`config.mk`:
```
export PLATFORM = sky130hd
export DESIGN_NAME = pool_top
export DESIGN_NICKNAME = d
export VERILOG_FILES = /design/src/pool_pkg.sv /design/src/pool_ctrl.sv /design/src/pool_datapath.sv /design/src/pool_line_buffer.sv /design/src/pool_top.sv
export VERILOG_INCLUDE_DIRS = /design/src
export SDC_FILE = /design/constraint.sdc
export NUM_CORES = 1
export LEC_CHECK = 0
export ABC_CLOCK_PERIOD_IN_PS = 15550
export BUFFER_PORTS_ARGS = -buffer_cell sky130_fd_sc_hd__buf_2
export CAP_MARGIN = 20
export CORE_ASPECT_RATIO = 0.6
export CORE_MARGIN = 4
export CORE_UTILIZATION = 33
export CTS_BUF_LIST = sky130_fd_sc_hd__clkbuf_8
export CTS_CLUSTER_SIZE = 25
export DETAILED_ROUTE_END_ITERATION = 8
export PLACE_DENSITY_LB_ADDON = 0.2
export SYNTH_ARGS = -nofsm -noshare
export SYNTH_HDL_FRONTEND = slang
export SYNTH_SLANG_ARGS = --single-unit
```
`constraint.sdc`:
```
create_clock -name clk_i -period 15.55 [get_ports clk_i]
set_clock_uncertainty 0.05 [all_clocks]
set_input_delay 3.11 -clock clk_i [delete_from_list [all_inputs] [get_ports clk_i]]
set_output_delay 3.11 -clock clk_i [all_outputs]
set_load 0.02 [all_outputs]
```
`src/pool_defines.svh`:
```
// pooling stage parameters
`ifndef POOL_DEFINES_SVH
`define POOL_DEFINES_SVH

// pixel and stream word widths
`define POOL_PIX_W        16
`define POOL_WORD_W       32

// signed two-pixel sum kept per column between rows
`define POOL_SUM_W        18

// row and column counter width, matches the config fields
`define POOL_CNT_W        16

// line buffer entries, largest word count per row
`define POOL_LINE_DEPTH   64

// method codes
`define POOL_METHOD_MAX   1'b0
`define POOL_METHOD_AVG   1'b1

`endif

```
`src/pool_pkg.sv`:
```
// pooling stage types
`include "pool_defines.svh"

package pool_pkg;

  // job configuration, latched on start
  typedef struct packed {
    logic [`POOL_CNT_W-1:0] words_per_row;  // input words in one row
    logic [`POOL_CNT_W-1:0] rows;           // image height
    logic                   method;         // max or average
    logic                   pool_en;        // low selects bypass
  } pool_cfg_t;

  // two pixels in one word, low pixel in the low half
  typedef struct packed {
    logic signed [`POOL_PIX_W-1:0] hi;
    logic signed [`POOL_PIX_W-1:0] lo;
  } pool_pix_pair_t;

  // stream word, raw in bypass and a pixel pair when pooling
  typedef union packed {
    logic [`POOL_WORD_W-1:0] raw;
    pool_pix_pair_t          pix;
  } pool_word_u;

  // per-beat command from the controller to the datapath
  typedef struct packed {
    logic fire;        // beat accepted this cycle
    logic store_odd;   // write horizontal result to the line buffer
    logic first_half;  // hold pooled pixel as low half
    logic emit;        // load output register
  } pool_step_t;

endpackage

```
`src/pool_ctrl.sv`:
```
// pooling job controller
`timescale 1ns/100ps
`include "pool_defines.svh"

module pool_ctrl (
  input  logic                   clk_i,
  input  logic                   rst_n,
  input  logic                   start_i,
  input  pool_pkg::pool_cfg_t    cfg_i,
  input  logic                   in_valid_i,
  input  logic                   out_full_i,
  input  logic                   out_ready_i,
  output logic                   in_ready_o,
  output logic                   busy_o,
  output pool_pkg::pool_step_t   step_o,
  output logic                   method_o,
  output logic                   bypass_o,
  output logic [`POOL_CNT_W-1:0] col_o
);

  typedef enum logic [1:0] {
    IDLE,
    ODD_ROW,
    EVEN_ROW,
    BYPASS
  } state_t;

  state_t                 state_q;
  pool_pkg::pool_cfg_t    cfg_q;
  logic [`POOL_CNT_W-1:0] col_q;
  logic [`POOL_CNT_W-1:0] row_q;
  logic                   in_done_q;  // last input word taken, waiting for drain
  logic                   fire;
  logic                   out_free;
  logic                   last_col;
  logic                   last_row;

  assign out_free = !out_full_i || out_ready_i;  // output register can take a word
  assign last_col = (col_q == cfg_q.words_per_row - 1'b1);
  assign last_row = (row_q == cfg_q.rows - 1'b1);
  assign fire     = in_valid_i && in_ready_o;

  // the only back-pressure decision in the stage
  always_comb begin
    in_ready_o = 1'b0;
    if (!in_done_q) begin
      case (state_q)
        ODD_ROW:          in_ready_o = 1'b1;  // odd rows never produce output
        EVEN_ROW, BYPASS: in_ready_o = out_free;
        default:          in_ready_o = 1'b0;
      endcase
    end
  end

  // commands are qualified by fire in the datapath
  always_comb begin
    step_o.fire       = fire;
    step_o.store_odd  = (state_q == ODD_ROW);
    step_o.first_half = (state_q == EVEN_ROW) && !col_q[0];
    step_o.emit       = (state_q == BYPASS) || ((state_q == EVEN_ROW) && col_q[0]);
  end

  always_ff @(posedge clk_i) begin
    if (!rst_n) begin
      state_q   <= IDLE;
      cfg_q     <= '0;
      col_q     <= '0;
      row_q     <= '0;
      in_done_q <= 1'b0;
    end else begin
      case (state_q)
        IDLE: begin
          if (start_i) begin
            cfg_q     <= cfg_i;
            col_q     <= '0;
            row_q     <= '0;
            in_done_q <= 1'b0;
            state_q   <= cfg_i.pool_en ? ODD_ROW : BYPASS;  // first row is row 1
          end
        end
        default: begin
          if (in_done_q) begin
            // leave once the last output word is gone or leaves this edge
            if (out_free) begin
              state_q <= IDLE;
            end
          end else if (fire) begin
            if (last_col) begin
              col_q <= '0;
              row_q <= row_q + 1'b1;
              if (last_row) begin
                in_done_q <= 1'b1;
              end else if (state_q == ODD_ROW) begin
                state_q <= EVEN_ROW;
              end else if (state_q == EVEN_ROW) begin
                state_q <= ODD_ROW;
              end
            end else begin
              col_q <= col_q + 1'b1;
            end
          end
        end
      endcase
    end
  end

  assign busy_o   = (state_q != IDLE);
  assign method_o = cfg_q.method;
  assign bypass_o = !cfg_q.pool_en;
  assign col_o    = col_q;

  // pooling needs whole column pairs that fit in the line buffer
  a_pool_cfg: assert property (@(posedge clk_i) disable iff (!rst_n)
    (start_i && !busy_o && cfg_i.pool_en) |->
      ((cfg_i.words_per_row != '0) && !cfg_i.words_per_row[0] &&
       (cfg_i.words_per_row <= `POOL_CNT_W'(`POOL_LINE_DEPTH))));

  a_idle_quiet: assert property (@(posedge clk_i) disable iff (!rst_n)
    !busy_o |-> (step_o == '0));

endmodule

```
`src/pool_datapath.sv`:
```
// pooling datapath
`timescale 1ns/100ps
`include "pool_defines.svh"

module pool_datapath (
  input  logic                          clk_i,
  input  logic                          rst_n,
  input  pool_pkg::pool_word_u          in_data_i,
  input  pool_pkg::pool_step_t          step_i,
  input  logic                          method_i,
  input  logic                          bypass_i,
  input  logic signed [`POOL_SUM_W-1:0] line_i,
  input  logic                          out_ready_i,
  output logic                          line_wr_o,
  output logic signed [`POOL_SUM_W-1:0] line_data_o,
  output logic                          out_full_o,
  output pool_pkg::pool_word_u          out_data_o,
  output logic                          out_valid_o
);

  localparam int EXT_W = `POOL_SUM_W - `POOL_PIX_W;

  logic                          avg_sel;
  logic signed [`POOL_SUM_W-1:0] hi_ext;
  logic signed [`POOL_SUM_W-1:0] lo_ext;
  logic signed [`POOL_SUM_W-1:0] h_max;
  logic signed [`POOL_SUM_W-1:0] h_sum;
  logic signed [`POOL_SUM_W-1:0] h_val;
  logic signed [`POOL_SUM_W-1:0] v_max;
  logic signed [`POOL_SUM_W-1:0] v_sum;
  logic signed [`POOL_SUM_W-1:0] v_res;
  logic signed [`POOL_PIX_W-1:0] v_pix;
  logic signed [`POOL_PIX_W-1:0] lo_q;    // first pooled pixel of a column pair
  pool_pkg::pool_pix_pair_t      pair;
  pool_pkg::pool_word_u          out_q;
  logic                          out_full_q;
  logic                          load;

  assign avg_sel = (method_i == `POOL_METHOD_AVG);
  assign load    = step_i.fire && step_i.emit;

  assign hi_ext = {{EXT_W{in_data_i.pix.hi[`POOL_PIX_W-1]}}, in_data_i.pix.hi};
  assign lo_ext = {{EXT_W{in_data_i.pix.lo[`POOL_PIX_W-1]}}, in_data_i.pix.lo};

  // horizontal reduce of the incoming pair
  assign h_max = (hi_ext > lo_ext) ? hi_ext : lo_ext;
  assign h_sum = hi_ext + lo_ext;  // two pixels fit in the 18 bit sum
  assign h_val = avg_sel ? h_sum : h_max;

  // vertical combine with the stored odd row value
  assign v_max = (h_val > line_i) ? h_val : line_i;
  assign v_sum = h_val + line_i;   // four pixels still fit
  assign v_res = avg_sel ? (v_sum >>> 2) : v_max;  // arithmetic shift rounds to floor
  assign v_pix = v_res[`POOL_PIX_W-1:0];

  assign line_wr_o   = step_i.fire && step_i.store_odd;
  assign line_data_o = h_val;

  assign pair.hi = v_pix;
  assign pair.lo = lo_q;

  always_ff @(posedge clk_i) begin
    if (step_i.fire && step_i.first_half) begin
      lo_q <= v_pix;
    end
    if (load) begin
      if (bypass_i) begin
        out_q.raw <= in_data_i.raw;  // bypass word passes untouched
      end else begin
        out_q.pix <= pair;
      end
    end
  end

  // output register occupancy
  always_ff @(posedge clk_i) begin
    if (!rst_n) begin
      out_full_q <= 1'b0;
    end else if (load) begin
      out_full_q <= 1'b1;
    end else if (out_ready_i) begin
      out_full_q <= 1'b0;
    end
  end

  assign out_full_o  = out_full_q;
  assign out_valid_o = out_full_q;
  assign out_data_o  = out_q;

  // the controller holds off new words while the output is stalled
  a_out_stable: assert property (@(posedge clk_i) disable iff (!rst_n)
    (out_valid_o && !out_ready_i) |=> (out_valid_o && $stable(out_data_o)));

endmodule

```
`src/pool_line_buffer.sv`:
```
// pooling line buffer
`timescale 1ns/100ps
`include "pool_defines.svh"

module pool_line_buffer (
  input  logic                          clk_i,
  input  logic                          wr_en_i,
  input  logic [`POOL_CNT_W-1:0]        col_i,
  input  logic signed [`POOL_SUM_W-1:0] wr_data_i,
  output logic signed [`POOL_SUM_W-1:0] rd_data_o
);

  localparam int ADDR_W = $clog2(`POOL_LINE_DEPTH);

  // one row of horizontal results, one entry per input word
  logic signed [`POOL_SUM_W-1:0] mem_q [`POOL_LINE_DEPTH];
  logic [ADDR_W-1:0]             addr;

  assign addr = col_i[ADDR_W-1:0];

  always_ff @(posedge clk_i) begin
    if (wr_en_i) begin
      mem_q[addr] <= wr_data_i;  // odd row write lands on the accepting edge
    end
  end

  // even row reads the same column in the same cycle
  assign rd_data_o = mem_q[addr];

  // the column counter comes from the controller and must stay in range
  a_col_range: assert property (@(posedge clk_i)
    wr_en_i |-> (col_i < `POOL_CNT_W'(`POOL_LINE_DEPTH)));

endmodule

```
`src/pool_top.sv`:
```
// pooling stage top level
`timescale 1ns/100ps
`include "pool_defines.svh"

module pool_top (
  input  logic                 clk_i,
  input  logic                 rst_n,
  input  logic                 start_i,
  input  pool_pkg::pool_cfg_t  cfg_i,
  output logic                 busy_o,
  input  logic                 in_valid_i,
  output logic                 in_ready_o,
  input  pool_pkg::pool_word_u in_data_i,
  output logic                 out_valid_o,
  input  logic                 out_ready_i,
  output pool_pkg::pool_word_u out_data_o
);

  pool_pkg::pool_step_t          step;
  logic                          method;
  logic                          bypass;
  logic [`POOL_CNT_W-1:0]        col;
  logic                          out_full;
  logic                          line_wr;
  logic signed [`POOL_SUM_W-1:0] line_wdata;
  logic signed [`POOL_SUM_W-1:0] line_rdata;

  pool_ctrl u_pool_ctrl (
    .clk_i       (clk_i),
    .rst_n       (rst_n),
    .start_i     (start_i),
    .cfg_i       (cfg_i),
    .in_valid_i  (in_valid_i),
    .out_full_i  (out_full),
    .out_ready_i (out_ready_i),
    .in_ready_o  (in_ready_o),
    .busy_o      (busy_o),
    .step_o      (step),
    .method_o    (method),
    .bypass_o    (bypass),
    .col_o       (col)
  );

  pool_line_buffer u_pool_line_buffer (
    .clk_i     (clk_i),
    .wr_en_i   (line_wr),
    .col_i     (col),
    .wr_data_i (line_wdata),
    .rd_data_o (line_rdata)
  );

  pool_datapath u_pool_datapath (
    .clk_i       (clk_i),
    .rst_n       (rst_n),
    .in_data_i   (in_data_i),
    .step_i      (step),
    .method_i    (method),
    .bypass_i    (bypass),
    .line_i      (line_rdata),
    .out_ready_i (out_ready_i),
    .line_wr_o   (line_wr),
    .line_data_o (line_wdata),
    .out_full_o  (out_full),
    .out_data_o  (out_data_o),
    .out_valid_o (out_valid_o)
  );

endmodule

```
==> metrics.txt <==
fraction of registers with async set or reset after synthesis 0; total of max-cap violations 0; maximum fanout along the worst path 35; initial standard-cell utilization of the core 0.334; cell types occupying the most area after synthesis sky130_fd_sc_hd__edfxtp_1 (68%), sky130_fd_sc_hd__mux4_2 (15%), sky130_fd_sc_hd__dfxtp_1 (3.0%), sky130_fd_sc_hd__ha_1 (1.7%), sky130_fd_sc_hd__nand2_1 (1.2%); category of the critical setup timing path input port to register; detail-routed via count per cell 5.41; die width 513 um; setup-violating endpoint count in the final report 0; DRC violations left 0; register area share after synthesis 0.706; number of synthesized flops with an enable pin 1,136; Die Footprint 0.160 mm^2; end-of-flow core utilization 0.382; CTS tree yes; Synth Register Bits 1,212; count of buffers added by post-CTS timing repair for setup 0; number of placed I/O pins 106; Worst VDD drop 0.0882 mV; result of the run complete, no violations; combinational group share of total power 0.222; net switching power 2.38 mW; fin. max-slew vios 0; Mean Syn Cell Area 18.3 um^2; met2 usage in global routing 0.244; maximum cell stage delay along the critical path 590 ps; drt pass-1 iters 6; Tightest Hold Check Type register to register; number of failing hold endpoints at the final stage 0; clock share of power 0.308; fin nets 3,156; Die Span Y 311 um; clock slew seen by the registers of the worst setup and hold paths 70 ps; Clk Latency, worst-skew pair 870 ps; Critical-path top delay cell sky130_fd_sc_hd__o31ai_1; worst r2r dst u_pool_datapath.out_data_o[31]; aggregate global-route resource usage 0.176; Layout fillers 13,700; Worst-Margin Slew 1150 ps; Inserted Clock Buffers 182; count of mapped cells out of synthesis 2,756; period utilisation layout 0.562; area taken by multi-input logic gates 0.0144 mm^2; number of vias after detailed routing 28,000; # resized after CTS 0; most area-hungry cell type in the Yosys netlist sky130_fd_sc_hd__edfxtp_1; Register-to-Register Setup Slack 7910 ps; Yosys warnings 0; gr busiest metal met1; global routing usage on met1 0.276; Final Routed Wirelength 142 mm; core region area 0.151 mm^2; antenna-violating nets left 0; area taken by flip-flops and latches 0.0356 mm^2; Synthesized Nets 2,898; leakage power 18.3 nW; Worst Min Path Start u_pool_ctrl.cfg_q[17]; power density over cell area 141 mW/mm^2; tightest slew margin relative to the limit 0.228; placement row count 110; first-pass GRT wire length 203 mm; length in cells of the worst reg-to-reg path 16; area share of the largest cell type after synthesis 0.675; CP most frequent cell sky130_fd_sc_hd__mux2_2; sink count of the clock tree 1,212; cts-stage hold buffer count 0; sum of overflow across all layers after global routing 0; Switching Share 0.293; worst hold slack after final layout 427 ps; min Tclk post-route 8740 ps; internal power contribution 5.75 mW; final weighted congestion in routability-driven placement 0.843; maximum frequency from static timing analysis 114 MHz; prevailing post-synth register cell sky130_fd_sc_hd__edfxtp_1; area of the mapped netlist 0.0505 mm^2; ordered cell list for the critical path buf_2, inv_1, ha_1, nand4_1, nor3_1, a21boi_1, nor4_1, nor2_1, buf_4, mux2_2, mux2_2, buf_12, ha_1, nand2b_1, a221oi_1, o21a_1, a2111oi_0, buf_4, o31ai_1, o311a_1, a221oi_1, mux2_2; Min-Delay Path Depth 2; Clock Path Buffers 3; worst path required time 16,120 ps; vias in the first global route 28,000; number of antenna violations at the first check in global routing 11; half-perimeter wire length after detailed placement 84.9 mm; number of DRC markers after the initial detailed-route iteration 3,447; M3 GR Usage 0.0365; end of the worst hold path u_pool_ctrl.cfg_q[17]; layout overhead on the synthesized area 14.1%; Worst setup EP type register; routed length per instance 27.4 um; setup TNS 0 ps; unrepaired setup endpoints after global routing no; CTS H-tree lvls 4; kind of launch point of the worst setup path input port; largest net degree at the start of global routing 116; endpoint arrival time on the critical path 9320 ps; share of layout cells above drive strength 1 0.281; IO buf count 105; Sequential Power Share 0.470; root buf cell sky130_fd_sc_hd__clkbuf_8; Netlist cell types 83
through the flow:
stage / cells / cell area (um^2) / power (mW) / setup slack (ps)
floorplan: 2756 / 50500 / 5.10 / 5420
global placement: 4840 / 54100 / 5.65 / 6170
detailed placement: 4840 / 54100 / 5.69 / 6030
CTS: 5163 / 57500 / 8.21 / 7020
global route: 5171 / 57600 / 8.51 / 6630
finish: 5172 / 57600 / 8.13 / 6810
layout by cell type (no fill, tap or decap), types with 11 or more instances in the layout:
| cell type | n |
|---|---|
| sky130_fd_sc_hd__a21o_1 | 11 |
| sky130_fd_sc_hd__buf_4 | 94 |
| sky130_fd_sc_hd__xnor2_1 | 51 |
| sky130_fd_sc_hd__nor2_2 | 53 |
| sky130_fd_sc_hd__nor2b_1 | 18 |
| sky130_fd_sc_hd__a221oi_1 | 16 |
| sky130_fd_sc_hd__nand3_1 | 26 |
| sky130_fd_sc_hd__a21oi_1 | 86 |
| sky130_fd_sc_hd__a22oi_1 | 14 |
| sky130_fd_sc_hd__mux2_2 | 25 |
| sky130_fd_sc_hd__nor3_1 | 15 |
| sky130_fd_sc_hd__o21ai_1 | 13 |
| sky130_fd_sc_hd__clkinv_2 | 14 |
| sky130_fd_sc_hd__or3_1 | 16 |
| sky130_fd_sc_hd__mux2i_1 | 37 |
| sky130_fd_sc_hd__nor2_1 | 93 |
| sky130_fd_sc_hd__nand4_1 | 22 |
| sky130_fd_sc_hd__clkbuf_8 | 190 |
| sky130_fd_sc_hd__inv_1 | 138 |
| sky130_fd_sc_hd__nor4_1 | 11 |
| sky130_fd_sc_hd__mux4_2 | 330 |
| sky130_fd_sc_hd__ha_1 | 70 |
| sky130_fd_sc_hd__o21ai_0 | 40 |
| sky130_fd_sc_hd__edfxtp_1 | 1136 |
| sky130_fd_sc_hd__nor2_4 | 12 |
| sky130_fd_sc_hd__nand2_1 | 164 |
| sky130_fd_sc_hd__nand2b_1 | 11 |
| sky130_fd_sc_hd__clkinv_1 | 38 |
| sky130_fd_sc_hd__dfxtp_1 | 72 |
| sky130_fd_sc_hd__buf_2 | 106 |
| sky130_fd_sc_hd__o211ai_1 | 13 |
| sky130_fd_sc_hd__xor2_1 | 26 |
critical path, delay by kind of cell:
family                   cells  cell delay (ps)
AO/OA/AOI/OAI                7             2290
adder cells (fa/ha/maj)      2              790
buffers and inverters        5              910
multiplexers                 3             1210
AND/OR/NAND/NOR              5              950
final cells by class:
class / instances / share of cell area
sequential: 1212 / 0.619
multi-input combinational: 1334 / 0.250
clock buffer: 190 / 0.0454
tap: 2016 / 0.0438
timing repair buffer: 206 / 0.0235
clock inverter: 133 / 0.0137
inverter: 78 / 0.00513
antenna: 3 / 0.000130
layer usage:
layer,vias to the layer above,part of all wire
li1,11700,-
met1,14900,0.48
met2,1168,0.42
met3,177,0.082
met4,0,0.017
met5,-,0
sequential cells by signal, summed over array words and instances (netlist names), 2 cells and up, named ones only:
name and cells:
u_pool_ctrl.row_q 16, u_pool_ctrl.col_o 16, u_pool_ctrl.state_q 2, u_pool_ctrl.cfg_q 33, u_pool_datapath.out_data_o 32, u_pool_line_buffer.mem_q 1088
u_pool_datapath.lo_q 16
logic make-up (layout without fill, tap and decap cells):
kind of cell | Yosys count | after routing | share of synthesized area
other | 0 | 3 | 0
multiplexers | 395 | 395 | 0.161
XOR/XNOR | 77 | 77 | 0.0134
AND/OR/NAND/NOR | 493 | 493 | 0.0455
AO/OA/AOI/OAI | 298 | 298 | 0.0404
flip-flops | 1212 | 1212 | 0.706
adder cells (fa/ha/maj) | 71 | 71 | 0.0177
buffers and inverters | 210 | 607 | 0.0167
synthesized netlist by cell type (4+ instances only):
cell type,instances
sky130_fd_sc_hd__a21o_1,11
sky130_fd_sc_hd__and3_1,9
sky130_fd_sc_hd__nor2b_1,18
sky130_fd_sc_hd__nor4_1,11
sky130_fd_sc_hd__nand3b_1,4
sky130_fd_sc_hd__edfxtp_1,1136
sky130_fd_sc_hd__o221ai_1,7
sky130_fd_sc_hd__o31ai_1,4
sky130_fd_sc_hd__buf_1,19
sky130_fd_sc_hd__nand3_1,26
sky130_fd_sc_hd__nand2b_1,11
sky130_fd_sc_hd__a211o_1,4
sky130_fd_sc_hd__o21ai_1,13
sky130_fd_sc_hd__nor2_1,158
sky130_fd_sc_hd__xor2_1,26
sky130_fd_sc_hd__nor3_1,17
sky130_fd_sc_hd__xnor2_1,51
sky130_fd_sc_hd__mux2_2,25
sky130_fd_sc_hd__o311a_1,4
sky130_fd_sc_hd__ha_1,70
sky130_fd_sc_hd__a22oi_1,14
sky130_fd_sc_hd__o21ai_0,40
sky130_fd_sc_hd__o211ai_1,13
sky130_fd_sc_hd__or4_1,9
sky130_fd_sc_hd__a211oi_1,8
sky130_fd_sc_hd__a22o_1,8
sky130_fd_sc_hd__mux4_2,330
sky130_fd_sc_hd__and2_1,5
sky130_fd_sc_hd__o21a_1,6
sky130_fd_sc_hd__dfxtp_1,76
sky130_fd_sc_hd__o21bai_1,8
sky130_fd_sc_hd__inv_1,77
sky130_fd_sc_hd__o31a_1,8
sky130_fd_sc_hd__mux2i_1,40
sky130_fd_sc_hd__nand4_1,22
sky130_fd_sc_hd__buf_2,40
sky130_fd_sc_hd__and4_1,4
sky130_fd_sc_hd__clkbuf_1,72
sky130_fd_sc_hd__nand2_1,164
sky130_fd_sc_hd__a221oi_1,16
sky130_fd_sc_hd__or2_2,4
sky130_fd_sc_hd__or3_1,16
sky130_fd_sc_hd__a21oi_1,92
power groups by stage:
stage | clock (mW) | sequential (mW) | combinational, mW
2_1_floorplan | 0 | 3.85 | 1.25
3_3_place_gp | 0 | 3.89 | 1.76
3_5_place_dp | 0 | 3.89 | 1.79
4_1_cts | 2.59 | 3.82 | 1.80
5_1_grt | 2.74 | 3.83 | 1.95
6_report | 2.50 | 3.82 | 1.81
worst max-delay path by stage:
stage	from	endpoint	cells after the start
2_1_floorplan	in_data_i[15]	u_pool_datapath.out_data_o[28]	18
3_3_place_gp	in_data_i[15]	u_pool_datapath.out_data_o[31]	21
3_5_place_dp	in_data_i[15]	u_pool_datapath.out_data_o[31]	21
4_1_cts	in_data_i[15]	u_pool_datapath.out_data_o[31]	21
5_1_grt	in_data_i[15]	u_pool_datapath.out_data_o[31]	22
6_report	in_data_i[15]	u_pool_datapath.out_data_o[31]	22
Power figures use the tool's default switching activity.
